**config.mk**
```make
export PLATFORM = sky130hd
export DESIGN_NAME = ppu_background
export DESIGN_NICKNAME = d
export VERILOG_FILES = /design/src/rtl/ppu_bus_pkg.sv /design/src/rtl/ppu_cfg_pkg.sv /design/src/rtl/ppu_background.sv /design/src/rtl/ppu_bg_addr_gen.sv /design/src/rtl/ppu_bg_fetch_fsm.sv /design/src/rtl/ppu_pixel_gearbox.sv /design/src/rtl/ppu_tile_pixel_counter.sv
export SDC_FILE = /design/constraint.sdc
export NUM_CORES = 1
export LEC_CHECK = 0
export BUFFER_PORTS_ARGS = -buffer_cell sky130_fd_sc_hd__buf_2
export CAP_MARGIN = 25
export CORE_AREA = 2 2 142 144
export DETAILED_ROUTE_END_ITERATION = 12
export DIE_AREA = 0 0 144 146
export PLACE_DENSITY = 0.78
export SLEW_MARGIN = 25
export SYNTH_ARGS = -nofsm -noshare
export SYNTH_HDL_FRONTEND = slang
export SYNTH_HIERARCHICAL = 1
export SYNTH_SLANG_ARGS = --single-unit
```
**constraint.sdc**
```tcl
create_clock -name clk -period 6.5 [get_ports clk]
set_input_delay 0.65 -clock clk [delete_from_list [all_inputs] [get_ports clk]]
set_output_delay 0.65 -clock clk [all_outputs]
set_load 0.1 [all_outputs]
```
**src/rtl/ppu_bus_pkg.sv**
```systemverilog
//--------------------------------------------------------------------------
// Fetch bus definitions: data word views and transfer size codes
//--------------------------------------------------------------------------

package ppu_bus_pkg;

	// Bus data width
	localparam int W_DATA = 32;

	// Tilemap entry fields
	localparam int W_TILENUM  = 8;
	localparam int W_PAL_BANK = 4;

	// Transfer size, byte for tilemap entries and full word for pixels
	typedef enum logic [1:0] {
		SIZE_BYTE = 2'd0,
		SIZE_WORD = 2'd2
	} bus_size_e;

	// Tilemap entry as it sits in the low bits of a fetched word
	typedef struct packed {
		logic [W_DATA-W_PAL_BANK-W_TILENUM-1:0] reserved;
		logic [W_PAL_BANK-1:0]                  pal_bank;
		logic [W_TILENUM-1:0]                   tile_num;
	} tile_entry_t;

	// One fetched word, read as a tilemap entry after a tile fetch
	// or as packed pixel bits after a tileset fetch
	typedef union packed {
		tile_entry_t       tile_entry;
		logic [W_DATA-1:0] pixels;
	} bus_word_u;

endpackage

```
**src/rtl/ppu_cfg_pkg.sv**
```systemverilog
//--------------------------------------------------------------------------
// Background layer configuration: pixel modes, coordinate limits and the
// pixel mode decode function
//--------------------------------------------------------------------------

package ppu_cfg_pkg;

	// Width of the palette index presented on the output
	localparam int W_PIX = 8;

	// Pixel-in-tile position bits, enough for the largest (16 pixel) tile
	localparam int LOG_TILE_MAX = 4;

	// Pixel depth, encoded so the code itself is log2 of the bit width
	typedef enum logic [1:0] {
		MODE_1BPP = 2'd0,
		MODE_2BPP = 2'd1,
		MODE_4BPP = 2'd2,
		MODE_8BPP = 2'd3
	} pixel_mode_e;

	// --------------------------------------------------------------------------
	// Mode decode

	// log2 of the pixel width in bits
	function automatic logic [2:0] mode_log_bpp(input pixel_mode_e mode);
		logic [2:0] log_bpp;
		case (mode)
			MODE_1BPP: log_bpp = 3'd0;
			MODE_2BPP: log_bpp = 3'd1;
			MODE_4BPP: log_bpp = 3'd2;
			MODE_8BPP: log_bpp = 3'd3;
			default:   log_bpp = 3'd0;
		endcase
		return log_bpp;
	endfunction

endpackage

```
**src/rtl/ppu_background.sv**
```systemverilog
//--------------------------------------------------------------------------
// Background layer top level: fetch sequencer, counters, addressing, shifter
//--------------------------------------------------------------------------

`timescale 1ns/1ps

module ppu_background #(
	parameter int W_COORD = 9,
	parameter int W_ADDR  = 16
) (
	input  logic                         clk,
	input  logic                         rst_n,

	// Beam position
	input  logic [W_COORD-1:0]           beam_x,
	input  logic [W_COORD-1:0]           beam_y,

	input  logic                         en,
	input  logic                         flush,

	// Layer configuration
	input  logic [W_COORD-1:0]           cfg_scroll_x,
	input  logic [W_COORD-1:0]           cfg_scroll_y,
	input  logic [$clog2(W_COORD)-1:0]   cfg_log_w,
	input  logic [$clog2(W_COORD)-1:0]   cfg_log_h,
	input  logic [W_ADDR-1:0]            cfg_tilemap_base,
	input  logic [W_ADDR-1:0]            cfg_tileset_base,
	input  logic                         cfg_tile_size,
	input  ppu_cfg_pkg::pixel_mode_e     cfg_pixel_mode,
	input  logic                         cfg_transparency,

	// Fetch bus
	output logic                         bus_vld,
	output logic [W_ADDR-1:0]            bus_addr,
	output ppu_bus_pkg::bus_size_e       bus_size,
	input  logic                         bus_rdy,
	input  ppu_bus_pkg::bus_word_u       bus_data,

	// Pixel output
	output logic                         out_vld,
	input  logic                         out_rdy,
	output logic                         out_alpha,
	output logic [ppu_cfg_pkg::W_PIX-1:0] out_pix
);

	import ppu_bus_pkg::*;

	logic accept;
	logic tile_load;
	logic pix_load;
	logic streaming;
	logic sel_tile;
	logic tile_end;
	logic word_empty;

	logic [W_COORD-1:0]      u;
	logic [W_COORD-1:0]      v;
	logic [W_PAL_BANK-1:0]   pal_bank;
	logic [$clog2(W_DATA)-1:0] start_bit;

	// Coordinates of a flush that landed on a held transfer load only
	// when that transfer completes, keeping its address stable
	logic bus_held;
	logic flush_wait;
	logic coord_flush;

	assign accept   = out_vld && out_rdy;
	assign bus_held = bus_vld && !bus_rdy;

	always_ff @(posedge clk or negedge rst_n) begin
		if (!rst_n) begin
			flush_wait <= 1'b0;
		end else if (bus_rdy) begin
			flush_wait <= 1'b0;
		end else if (flush && bus_vld) begin
			flush_wait <= 1'b1;
		end
	end

	assign coord_flush = (flush && !bus_held) || (flush_wait && bus_rdy);

	// --------------------------------------------------------------------------
	// Blocks

	ppu_bg_fetch_fsm u_fsm (
		.clk        (clk),
		.rst_n      (rst_n),
		.en         (en),
		.flush      (flush),
		.bus_rdy    (bus_rdy),
		.tile_end   (tile_end),
		.word_empty (word_empty),
		.accept     (accept),
		.bus_vld    (bus_vld),
		.sel_tile   (sel_tile),
		.tile_load  (tile_load),
		.pix_load   (pix_load),
		.streaming  (streaming)
	);

	ppu_tile_pixel_counter #(
		.W_COORD (W_COORD)
	) u_counter (
		.clk           (clk),
		.rst_n         (rst_n),
		.flush         (coord_flush),
		.accept        (accept),
		.beam_x        (beam_x),
		.beam_y        (beam_y),
		.cfg_scroll_x  (cfg_scroll_x),
		.cfg_scroll_y  (cfg_scroll_y),
		.cfg_log_w     (cfg_log_w),
		.cfg_log_h     (cfg_log_h),
		.cfg_tile_size (cfg_tile_size),
		.u             (u),
		.v             (v),
		.tile_end      (tile_end)
	);

	ppu_bg_addr_gen #(
		.W_COORD (W_COORD),
		.W_ADDR  (W_ADDR)
	) u_addr_gen (
		.clk              (clk),
		.rst_n            (rst_n),
		.u                (u),
		.v                (v),
		.tile_load        (tile_load),
		.bus_data         (bus_data),
		.sel_tile         (sel_tile),
		.cfg_log_w        (cfg_log_w),
		.cfg_tile_size    (cfg_tile_size),
		.cfg_pixel_mode   (cfg_pixel_mode),
		.cfg_tilemap_base (cfg_tilemap_base),
		.cfg_tileset_base (cfg_tileset_base),
		.bus_addr         (bus_addr),
		.bus_size         (bus_size),
		.pal_bank         (pal_bank),
		.start_bit        (start_bit)
	);

	ppu_pixel_gearbox #(
		.W_DATA (W_DATA)
	) u_gearbox (
		.clk              (clk),
		.rst_n            (rst_n),
		.flush            (flush),
		.pix_load         (pix_load),
		.bus_data         (bus_data),
		.start_bit        (start_bit),
		.accept           (accept),
		.cfg_pixel_mode   (cfg_pixel_mode),
		.pal_bank         (pal_bank),
		.cfg_transparency (cfg_transparency),
		.en               (en),
		.streaming        (streaming),
		.out_vld          (out_vld),
		.out_alpha        (out_alpha),
		.out_pix          (out_pix),
		.word_empty       (word_empty)
	);

endmodule

```
**src/rtl/ppu_bg_addr_gen.sv**
```systemverilog
//--------------------------------------------------------------------------
// Tilemap and tileset address generation with the current tile register
//--------------------------------------------------------------------------

`timescale 1ns/1ps

module ppu_bg_addr_gen #(
	parameter int W_COORD = 9,
	parameter int W_ADDR  = 16
) (
	input  logic                                       clk,
	input  logic                                       rst_n,
	input  logic [W_COORD-1:0]                         u,
	input  logic [W_COORD-1:0]                         v,
	input  logic                                       tile_load,
	input  ppu_bus_pkg::bus_word_u                     bus_data,
	input  logic                                       sel_tile,
	input  logic [$clog2(W_COORD)-1:0]                 cfg_log_w,
	input  logic                                       cfg_tile_size,
	input  ppu_cfg_pkg::pixel_mode_e                   cfg_pixel_mode,
	input  logic [W_ADDR-1:0]                          cfg_tilemap_base,
	input  logic [W_ADDR-1:0]                          cfg_tileset_base,
	output logic [W_ADDR-1:0]                          bus_addr,
	output ppu_bus_pkg::bus_size_e                     bus_size,
	output logic [ppu_bus_pkg::W_PAL_BANK-1:0]         pal_bank,
	output logic [$clog2(ppu_bus_pkg::W_DATA)-1:0]     start_bit
);

	import ppu_cfg_pkg::*;
	import ppu_bus_pkg::*;

	localparam int W_LOG = $clog2(W_COORD);
	localparam int W_SH  = W_LOG + 1;
	localparam int W_BIT = $clog2(W_DATA);
	// Bit index into the tileset, word address plus bit-in-word
	localparam int W_BI  = W_ADDR + W_BIT;

	logic [W_TILENUM-1:0]    tile_num;
	logic [W_SH-1:0]         tile_log;
	logic [W_SH-1:0]         row_log;
	logic [LOG_TILE_MAX-1:0] tile_mask;
	logic [LOG_TILE_MAX-1:0] u_in_tile;
	logic [LOG_TILE_MAX-1:0] v_in_tile;
	logic [W_ADDR-1:0]       tile_idx;
	logic [W_ADDR-1:0]       tilemap_addr;
	logic [W_ADDR-1:0]       pixel_addr;
	logic [W_BI-1:0]         pix_idx;
	logic [W_BI-1:0]         bit_idx;

	// --------------------------------------------------------------------------
	// Tile register, loaded from the tilemap entry view

	always_ff @(posedge clk or negedge rst_n) begin
		if (!rst_n) begin
			tile_num <= '0;
			pal_bank <= '0;
		end else if (tile_load) begin
			tile_num <= bus_data.tile_entry.tile_num;
			pal_bank <= bus_data.tile_entry.pal_bank;
		end
	end

	// --------------------------------------------------------------------------
	// Tilemap address

	assign tile_log = cfg_tile_size ? W_SH'(LOG_TILE_MAX) : W_SH'(LOG_TILE_MAX - 1);

	// Playfield width in tiles is 2^row_log
	assign row_log = {1'b0, cfg_log_w} + W_SH'(1) - tile_log;

	assign tile_idx = (W_ADDR'(v >> tile_log) << row_log) | W_ADDR'(u >> tile_log);
	assign tilemap_addr = cfg_tilemap_base + tile_idx;

	// --------------------------------------------------------------------------
	// Tileset address

	assign tile_mask = {cfg_tile_size, {(LOG_TILE_MAX-1){1'b1}}};
	assign u_in_tile = u[LOG_TILE_MAX-1:0] & tile_mask;
	assign v_in_tile = v[LOG_TILE_MAX-1:0] & tile_mask;

	// Tiles stored row by row, each tile 2^(2*tile_log) pixels
	assign pix_idx = (W_BI'(tile_num) << {tile_log, 1'b0})
		+ (W_BI'(v_in_tile) << tile_log)
		+ W_BI'(u_in_tile);
	assign bit_idx = pix_idx << mode_log_bpp(cfg_pixel_mode);

	assign pixel_addr = cfg_tileset_base + bit_idx[W_BI-1:W_BIT];
	assign start_bit  = bit_idx[W_BIT-1:0];

	// Tilemap source only during the tile fetch
	assign bus_addr = sel_tile ? tilemap_addr : pixel_addr;
	assign bus_size = sel_tile ? SIZE_BYTE : SIZE_WORD;

endmodule

```
**src/rtl/ppu_bg_fetch_fsm.sv**
```systemverilog
//--------------------------------------------------------------------------
// Background fetch sequencer: tile fetch, pixel fetch and streaming states
//--------------------------------------------------------------------------

`timescale 1ns/1ps

module ppu_bg_fetch_fsm (
	input  logic clk,
	input  logic rst_n,
	input  logic en,
	input  logic flush,
	input  logic bus_rdy,
	input  logic tile_end,
	input  logic word_empty,
	input  logic accept,
	output logic bus_vld,
	output logic sel_tile,
	output logic tile_load,
	output logic pix_load,
	output logic streaming
);

	typedef enum logic [1:0] {
		IDLE       = 2'd0,
		FETCH_TILE = 2'd1,
		FETCH_PIX  = 2'd2,
		STREAM     = 2'd3
	} state_e;

	state_e state;

	// Set when a flush lands on a transfer that has not completed yet
	logic pending;

	// Transfer is on the bus and will not complete this cycle
	logic held;

	assign bus_vld   = (state == FETCH_TILE) || (state == FETCH_PIX);
	assign sel_tile  = (state == FETCH_TILE);
	assign streaming = (state == STREAM);
	assign held      = bus_vld && !bus_rdy;

	// Completions of a transfer made stale by a flush load nothing
	assign tile_load = (state == FETCH_TILE) && bus_rdy && !pending && !flush;
	assign pix_load  = (state == FETCH_PIX) && bus_rdy && !pending && !flush;

	// --------------------------------------------------------------------------
	// State register

	always_ff @(posedge clk or negedge rst_n) begin
		if (!rst_n) begin
			state   <= IDLE;
			pending <= 1'b0;
		end else if (pending) begin
			// Stale transfer still held, restart once it completes
			if (bus_rdy) begin
				pending <= 1'b0;
				state   <= en ? FETCH_TILE : IDLE;
			end
		end else if (flush) begin
			if (held) begin
				pending <= 1'b1;
			end else begin
				state <= en ? FETCH_TILE : IDLE;
			end
		end else if (!en) begin
			// Layer off, park once the bus is quiet
			if (!held) begin
				state <= IDLE;
			end
		end else begin
			case (state)
				IDLE: begin
					// Nothing to do until the next flush
					state <= IDLE;
				end
				FETCH_TILE: begin
					if (bus_rdy) begin
						state <= FETCH_PIX;
					end
				end
				FETCH_PIX: begin
					if (bus_rdy) begin
						state <= STREAM;
					end
				end
				STREAM: begin
					// Tile runout wins, a fresh tile always needs fresh pixels
					if (accept && tile_end) begin
						state <= FETCH_TILE;
					end else if (accept && word_empty) begin
						state <= FETCH_PIX;
					end
				end
				default: begin
					state <= IDLE;
				end
			endcase
		end
	end

endmodule

```
**src/rtl/ppu_pixel_gearbox.sv**
```systemverilog
//--------------------------------------------------------------------------
// Pixel shifter: one palette index per accepted output, alpha and valid
//--------------------------------------------------------------------------

`timescale 1ns/1ps

module ppu_pixel_gearbox #(
	parameter int W_DATA = 32
) (
	input  logic                              clk,
	input  logic                              rst_n,
	input  logic                              flush,
	input  logic                              pix_load,
	input  ppu_bus_pkg::bus_word_u            bus_data,
	input  logic [$clog2(W_DATA)-1:0]         start_bit,
	input  logic                              accept,
	input  ppu_cfg_pkg::pixel_mode_e          cfg_pixel_mode,
	input  logic [ppu_bus_pkg::W_PAL_BANK-1:0] pal_bank,
	input  logic                              cfg_transparency,
	input  logic                              en,
	input  logic                              streaming,
	output logic                              out_vld,
	output logic                              out_alpha,
	output logic [ppu_cfg_pkg::W_PIX-1:0]     out_pix,
	output logic                              word_empty
);

	import ppu_cfg_pkg::*;
	import ppu_bus_pkg::*;

	localparam int W_BIT = $clog2(W_DATA);

	// Unconsumed pixel bits, current pixel at the bottom
	logic [W_DATA-1:0] shift_q;

	// Bits of the word consumed so far, including the start offset
	logic [W_BIT:0]   bit_ctr;
	logic [W_BIT+1:0] bit_sum;
	logic [W_BIT:0]   bpp;

	logic [W_PIX-1:0] pix_mask;
	logic [W_PIX-1:0] index;

	assign bpp = {{W_BIT{1'b0}}, 1'b1} << mode_log_bpp(cfg_pixel_mode);

	// --------------------------------------------------------------------------
	// Word shifter

	always_ff @(posedge clk) begin
		if (pix_load) begin
			shift_q <= bus_data.pixels >> start_bit;
		end else if (accept) begin
			shift_q <= shift_q >> bpp;
		end
	end

	always_ff @(posedge clk or negedge rst_n) begin
		if (!rst_n) begin
			bit_ctr <= '0;
		end else if (pix_load) begin
			bit_ctr <= {1'b0, start_bit};
		end else if (accept) begin
			bit_ctr <= bit_sum[W_BIT:0];
		end
	end

	// Word runs dry once the current pixel is taken
	assign bit_sum    = {1'b0, bit_ctr} + {1'b0, bpp};
	assign word_empty = (bit_sum >= (W_BIT+2)'(W_DATA));

	// --------------------------------------------------------------------------
	// Output formation

	// Low bpp bits, all 8 in 8 bpp mode
	assign pix_mask = ~({W_PIX{1'b1}} << bpp);
	assign index    = shift_q[W_PIX-1:0] & pix_mask;

	// Narrow modes pick their palette row from the tile's bank
	assign out_pix = (cfg_pixel_mode == MODE_8BPP) ? index :
		({pal_bank, {(W_PIX-W_PAL_BANK){1'b0}}} | index);

	assign out_alpha = en && !(cfg_transparency && (index == '0));

	// Disabled layer streams transparent pixels so the blender never stalls
	assign out_vld = !en || (streaming && !flush);

endmodule

```
**src/rtl/ppu_tile_pixel_counter.sv**
```systemverilog
//--------------------------------------------------------------------------
// Playfield coordinate counters and pixel-in-tile column counter
//--------------------------------------------------------------------------

`timescale 1ns/1ps

module ppu_tile_pixel_counter #(
	parameter int W_COORD = 9
) (
	input  logic                       clk,
	input  logic                       rst_n,
	input  logic                       flush,
	input  logic                       accept,
	input  logic [W_COORD-1:0]         beam_x,
	input  logic [W_COORD-1:0]         beam_y,
	input  logic [W_COORD-1:0]         cfg_scroll_x,
	input  logic [W_COORD-1:0]         cfg_scroll_y,
	input  logic [$clog2(W_COORD)-1:0] cfg_log_w,
	input  logic [$clog2(W_COORD)-1:0] cfg_log_h,
	input  logic                       cfg_tile_size,
	output logic [W_COORD-1:0]         u,
	output logic [W_COORD-1:0]         v,
	output logic                       tile_end
);

	import ppu_cfg_pkg::*;

	// Playfield dimension masks, size is 2^(log+1)
	logic [W_COORD:0]   w_span;
	logic [W_COORD:0]   h_span;
	logic [W_COORD-1:0] w_mask;
	logic [W_COORD-1:0] h_mask;

	// Wrapped coordinates of the flush position
	logic [W_COORD-1:0] u_flush;
	logic [W_COORD-1:0] v_flush;

	// Column within the current tile and its last value
	logic [LOG_TILE_MAX-1:0] tile_col;
	logic [LOG_TILE_MAX-1:0] tile_last;

	assign w_span = {{W_COORD{1'b1}}, 1'b0} << cfg_log_w;
	assign h_span = {{W_COORD{1'b1}}, 1'b0} << cfg_log_h;
	assign w_mask = ~w_span[W_COORD-1:0];
	assign h_mask = ~h_span[W_COORD-1:0];

	assign u_flush = (beam_x + cfg_scroll_x) & w_mask;
	assign v_flush = (beam_y + cfg_scroll_y) & h_mask;

	// 7 for 8-pixel tiles, 15 for 16-pixel tiles
	assign tile_last = {cfg_tile_size, {(LOG_TILE_MAX-1){1'b1}}};
	assign tile_end  = (tile_col == tile_last);

	// --------------------------------------------------------------------------
	// Counters

	always_ff @(posedge clk or negedge rst_n) begin
		if (!rst_n) begin
			u        <= '0;
			v        <= '0;
			tile_col <= '0;
		end else if (flush) begin
			u        <= u_flush;
			v        <= v_flush;
			tile_col <= u_flush[LOG_TILE_MAX-1:0] & tile_last;
		end else if (accept) begin
			// Playfield width is a whole number of tiles so both wrap together
			u <= (u + 1'b1) & w_mask;
			if (tile_end) begin
				tile_col <= '0;
			end else begin
				tile_col <= tile_col + 1'b1;
			end
		end
	end

endmodule

```
== After elaboration in Yosys (flattened, before gate mapping) ==
Cells that the tools add are included.
Operators by class
  add/subtract/negate cells: 11
  magnitude comparators: 1
  eq/ne operators: 13
  shift operators: 12
  mux-type cells: 32
  bitwise logic cells: 12
  reduce and logical (&&, ||, !) cells: 32
Operator list (number)
  two-way mux 32 bit: 2
  adder 16 bit: 2
  right shift 32 x 5 -> 32 bit: 1
  right shift 32 x 6 -> 32 bit: 1
  right shift 9 x 5 -> 16 bit: 2
  AND 9 bit: 3
  two-way mux 2 bit: 11
  adder 21 bit: 1
  adder 21 x 4 -> 21 bit: 1
  << shifter 21 x 3 -> 21 bit: 1
  << shifter 4 x 5 -> 21 bit: 1
  << shifter 8 x 6 -> 21 bit: 1
  << shifter 10 x 4 -> 9 bit, first input constant: 2
  adder 9 bit: 2
  two-way mux 9 bit: 2
  NOT 9 bit: 2
  logical AND 1 bit: 16
  two-way mux 16 bit: 1
  OR 16 bit: 1
  << shifter 16 x 5 -> 16 bit: 1
  AND 4 bit: 3
  two-way mux 4 bit: 3
  two-way mux 6 bit: 2
  one-hot mux 3 bit (4 select lines): 1
  other kinds (28): 50
Storage, ports and cells
  flip-flop bits (word level): 76
  input port bits: 118
  output and inout port bits: 29
  logic and storage cells: 123

== Logic depth before layout (Yosys ltp) ==
  word-level depth: 12
  gate-level depth with buffers: 23
  depth with buffers taken out: 20

== Modules after synthesis ==
Netlist, hierarchy kept.
Modules (own cells, without submodules)
  ppu_pixel_gearbox: times used 1, cells an instance 443, area an instance 4222.8 µm², sequential area each 1111.1 µm²
  ppu_bg_addr_gen: times used 1, cells an instance 501, area an instance 3922.5 µm², sequential area each 300.3 µm²
  ppu_tile_pixel_counter: times used 1, cells an instance 215, area an instance 1918.1 µm², sequential area each 550.5 µm²
  ppu_bg_fetch_fsm: times used 1, cells an instance 34, area an instance 274.0 µm², sequential area each 75.1 µm²
  ppu_background: times used 1, cells an instance 7, area an instance 53.8 µm², sequential area each 25.0 µm²

== Worst setup path after synthesis ==
OpenSTA, ideal clock, no wires.
  kind: input port to output port
  from: input port cfg_tile_size
  to: output port bus_addr[13]
  arrival: 7659 ps
  required time: 5850 ps
  setup slack: -1809 ps
  stages: 22
  path buffers: 4
  cells stage by stage: buf_4 clkbuf_1 clkbuf_1 clkbuf_1 mux2_2 ha_1 ha_1 a21oi_1 o21ai_1 a21o_1 or2_2 xnor2_1 a221o_1 mux2_2 ha_1 a21oi_1 o21ai_0 a221o_1 nor3_1 a21oi_1 xnor2_1 o21ai_0
Between the ends
  cells in the longest elaborated chain, start to end: 7
  elaborated cells on any way between the ends: 16
  those cells by class: add/sub: 5; shift: 6; mux: 2; bitwise: 3
RTL lines
  start, declared: line ppu_background.sv:28  | input logic cfg_tile_size,
  two-way mux 3 bit / AND 4 bit (equally long branches): line ppu_bg_addr_gen.sv:66, ppu_bg_addr_gen.sv:79
  << shifter 8 x 6 -> 21 bit / << shifter 4 x 5 -> 21 bit (equally long branches): line ppu_bg_addr_gen.sv:82, ppu_bg_addr_gen.sv:83
  adder 21 bit: line ppu_bg_addr_gen.sv:83  | + (W_BI'(v_in_tile) << tile_log)
  adder 21 x 4 -> 21 bit: line ppu_bg_addr_gen.sv:84  | + W_BI'(u_in_tile);
  << shifter 21 x 3 -> 21 bit: line ppu_bg_addr_gen.sv:85  | assign bit_idx = pix_idx << mode_log_bpp(cfg_pixel_mode);
  adder 16 bit: line ppu_bg_addr_gen.sv:87  | assign pixel_addr = cfg_tileset_base + bit_idx[W_BI-1:W_BIT];
  two-way mux 16 bit *: line ppu_bg_addr_gen.sv:91  | assign bus_addr = sel_tile ? tilemap_addr : pixel_addr;
  end, declared: line ppu_background.sv:34  | output logic [W_ADDR-1:0] bus_addr,
Every way passes the cells marked *; elsewhere a longest branch is shown, timed or not.

== Final worst setup path ==
  from: input port cfg_tile_size
  to: output port bus_addr[15]
Same word-level chain as after synthesis.

==> flow_summary.yaml <==
outcome:
  status: "complete, no violations"
sta:
  setup_viol: 0
  slew_violations: 0
  tightest_slew_ns: 0.8943
  period_share_pct: 93.91
  hold_violations: 0
  skew_ns: 0.01015
  fmax_mhz: 163.8
  fin_crit_ns: 6.104
  maxSlewHeadroom_pct: 39.54
worst_setup_path:
  cp.arrival_ns: 5.45
  critical_path_class: "input pin to primary output"
  regToRegSetupSlack_ns: 2.26
  worstSetupPathDepth: 22
  critPathLaunch: "cfg_tile_size"
  crit_required_ns: 5.85
  max_stage_delay_ns: 0.46
  r2r_cells: 10
  worst-path-buf-inv: 4
  slowest_stage: "a2111oi_1"
  r2r_end: "u_gearbox/shift_q[10]$_DFFE_PP_"
  path_delay_family: "compound AO/OA/AOI/OAI gates"
  crit_end: "bus_addr[15]"
  cp-end-kind: "primary output"
  r2r-start: "u_counter/u[2]$_DFFE_PN0P_"
  path_max_fanout: 22
  start_kind: "input pin"
  crit_chain: "clkbuf_4, buf_6, nand2_1, fa_1, inv_1, ha_1, o21ai_0, o21bai_1, a2111oi_1, nor3_1, xnor2_1, mux2i_1, mux2_2, ha_1, a21oi_1, o21ai_0, a221o_1, nor4_1, a21oi_1, xnor2_1, mux2i_4, buf_12"
synthesis:
  synth_top_area_share_pct: 10.60
  synthFlopType: "dfrtp_1"
  async_flop_share_pct: 57.89
  synth_edf_count: 32
  avgSynthCellArea_um2: 8.659
  synth_area_um2: 10390
  ys_warn_count: 6
  synth_cells: 1200
  netlist_top_cells_area: "dfrtp_1 11%, ha_1 9.6%, edfxtp_1 9.2%"
  yosysUniqueCellTypes: 85
  yosys.area.top_type: "dfrtp_1"
  yosysSeqAreaShare_pct: 19.84
  synth-seq-cells: 76
clock_tree:
  h-tree-depth: 3
  clk_pin_slew_worst_paths_ns: 0.07
  cts_buffer_depth: 2
  postCtsHoldBufs: 0
  cts_buffers: 9
  cts_tree: "done"
  cts.sinks: 76
  cts_resized: 0
  root_buffer: "clkbuf_16"
  insertion_delay_ns: 0.35
  cts_setup_buffers: 0
cells_and_area:
  fillers: 1649
  nets: 1523
  synthToLayoutAreaGrowth_pct: 13.12
  stdcell_count: 1585
  final_util_pct: 60.80
  layout-drive-gt1-share_pct: 22.20
  diodes: 0
  finalInstanceArea_um2: 11760
  final_cell_mix: "135 x buf_2, 107 x nand2_1, 91 x nor2_1"
  mostFrequentLayoutCell: "buf_2"
floorplan:
  die_area_um2: 21020
  core_um2: 19330
  num_rows: 51
  pin_count: 147
  start_util_pct: 53.74
  die_h_um: 146
  die_width_um: 144
power_and_ir_drop:
  p_leak_nw: 5.047
  max-vdd-ir-drop_mv: 0.4130
  powerDensity_nw_per_um2: 540.9
route:
  vias: 9897
  ant_nets: 0
  wire_per_inst_um: 18.12
  routed_via_density: 6.244
  drt_wl_total_um: 28720
  drc: 0
  drtPass1Iterations: 5
  drt_iter0_markers: 822
global_routing:
  grt_start_max_net_pins: 45
  track_usage_pct: 27.27
  grt_pass1_vias: 9377
  grt.overflow.total: 0
  grt_pass1_wl_um: 46350
  antenna_found_initial: 1
placement:
  portBuffers: 145
  post-place-cells: 1569
  gp_congestion: 0.9709
  dpl_cell_area_um2: 11450
  hpwlAfterDp_um: 22560
job:
  cap_violations: 0
hold_path:
  hold_class: "input pin to async pin"
-- per-layer routing --
layer	GRT usage, %	part of all wire [%]	vias to the layer above
li1	-	-	4742
met1	37.07	42	4586
met2	42.48	46	503
met3	5.758	8.5	66
met4	10.54	3.1	0
met5	0	0	-
-- state kept, by name, indices dropped and copies added (netlist names) --
register,count
u_counter/v,9
u_fsm/state,2
u_gearbox/shift_q,32
u_gearbox/bit_ctr,6
u_fsm/pending,1
u_addr_gen/pal_bank,4
u_counter/tile_col,4
u_addr_gen/tile_num,8
u_counter/u,9
flush_wait,1
-- worst register-to-register path, stage by stage (launching register included) --
cell	delay, ns
dfrtp_1	0.49
fa_1	0.57
fa_1	0.52
mux2i_1	0.29
o22ai_2	0.34
buf_4	0.34
or2_2	0.32
o221ai_1	0.48
nor3b_1	0.14
a2111oi_2	0.43
nor2_1	0.07
-- power breakdown --
group	switching [W]	leakage, nW	total, W	internal (W)
Combinational	0.00328	4.06	0.00498	0.00170
Sequential	0.000206	0.845	0.000887	0.000680
Clock	0.000228	0.139	0.000495	0.000267
Total	0.00371	5.05	0.00636	0.00265
-- cells by family after synthesis --
kind of cell / share of synthesized area, %
compound gates: 22.76
simple gates: 15.52
mux: 19.55
buf+inv: 5.033
fa+ha+maj: 11.66
flops: 19.84
xor+xnor: 5.563
other cells: 0.07227
-- per-stage QoR --
| step | total power (W) | hold slack, ns | worst slack [ns] | setup TNS (ns) |
|---|---|---|---|---|
| 2_1_floorplan | 0.004703 | 0.3544 | -0.3408 | -0.4738 |
| 3_3_place_gp | 0.005703 | 0.4773 | 0.3395 | 0 |
| 3_5_place_dp | 0.005770 | 0.4871 | 0.2697 | 0 |
| 4_1_cts | 0.006293 | 0.5031 | 0.2355 | 0 |
| 5_1_grt | 0.006751 | 0.3503 | -0.006451 | -0.006451 |
| 6_report | 0.006358 | 0.3006 | 0.3960 | 0 |
-- synthesized netlist by cell type, types with 8 or more instances --
library cell,count
nor3_1,18
dfrtp_1,44
clkbuf_1,29
nor2_1,93
nand3_1,22
nand2b_1,14
o22ai_1,15
a21o_1,22
o21ai_1,35
o211ai_1,17
xnor2_1,40
mux2i_1,59
and2_1,15
o21ai_0,59
edfxtp_1,32
buf_2,16
o31ai_1,8
xor2_1,26
mux2_2,45
mux2_1,15
nor2b_1,16
a31oi_1,17
o221ai_1,10
a211oi_1,11
a21oi_1,90
o21a_1,10
mux4_2,34
nand2_1,107
inv_1,39
and3_1,10
ha_1,80
buf_6,9
fa_1,10
-- area by class of cell --
cell class	count	area, um^2	area share, %
clock buffer	9	225.2	1.916
clock inverter	7	62.56	0.5322
inverter	46	172.7	1.469
multi-input combinational	1023	7941	67.56
sequential	76	2062	17.54
tap	265	331.6	2.821
timing repair buffer	159	959.7	8.164
-- worst min-delay path by stage --
stage	startpoint	slack (ns)	endpoint	cells after the start
final	rst_n	0.30	u_counter/u[7]$_DFFE_PN0P_	1
after detailed placement	flush_wait$_DFFE_PN0P_	0.49	flush_wait$_DFFE_PN0P_	2
after CTS	flush_wait$_DFFE_PN0P_	0.50	flush_wait$_DFFE_PN0P_	2
after global routing	rst_n	0.35	u_counter/u[7]$_DFFE_PN0P_	1
after floorplan	rst_n	0.35	flush_wait$_DFFE_PN0P_	0
after global placement	flush_wait$_DFFE_PN0P_	0.48	flush_wait$_DFFE_PN0P_	2
Power figures use the tool's default switching activity.
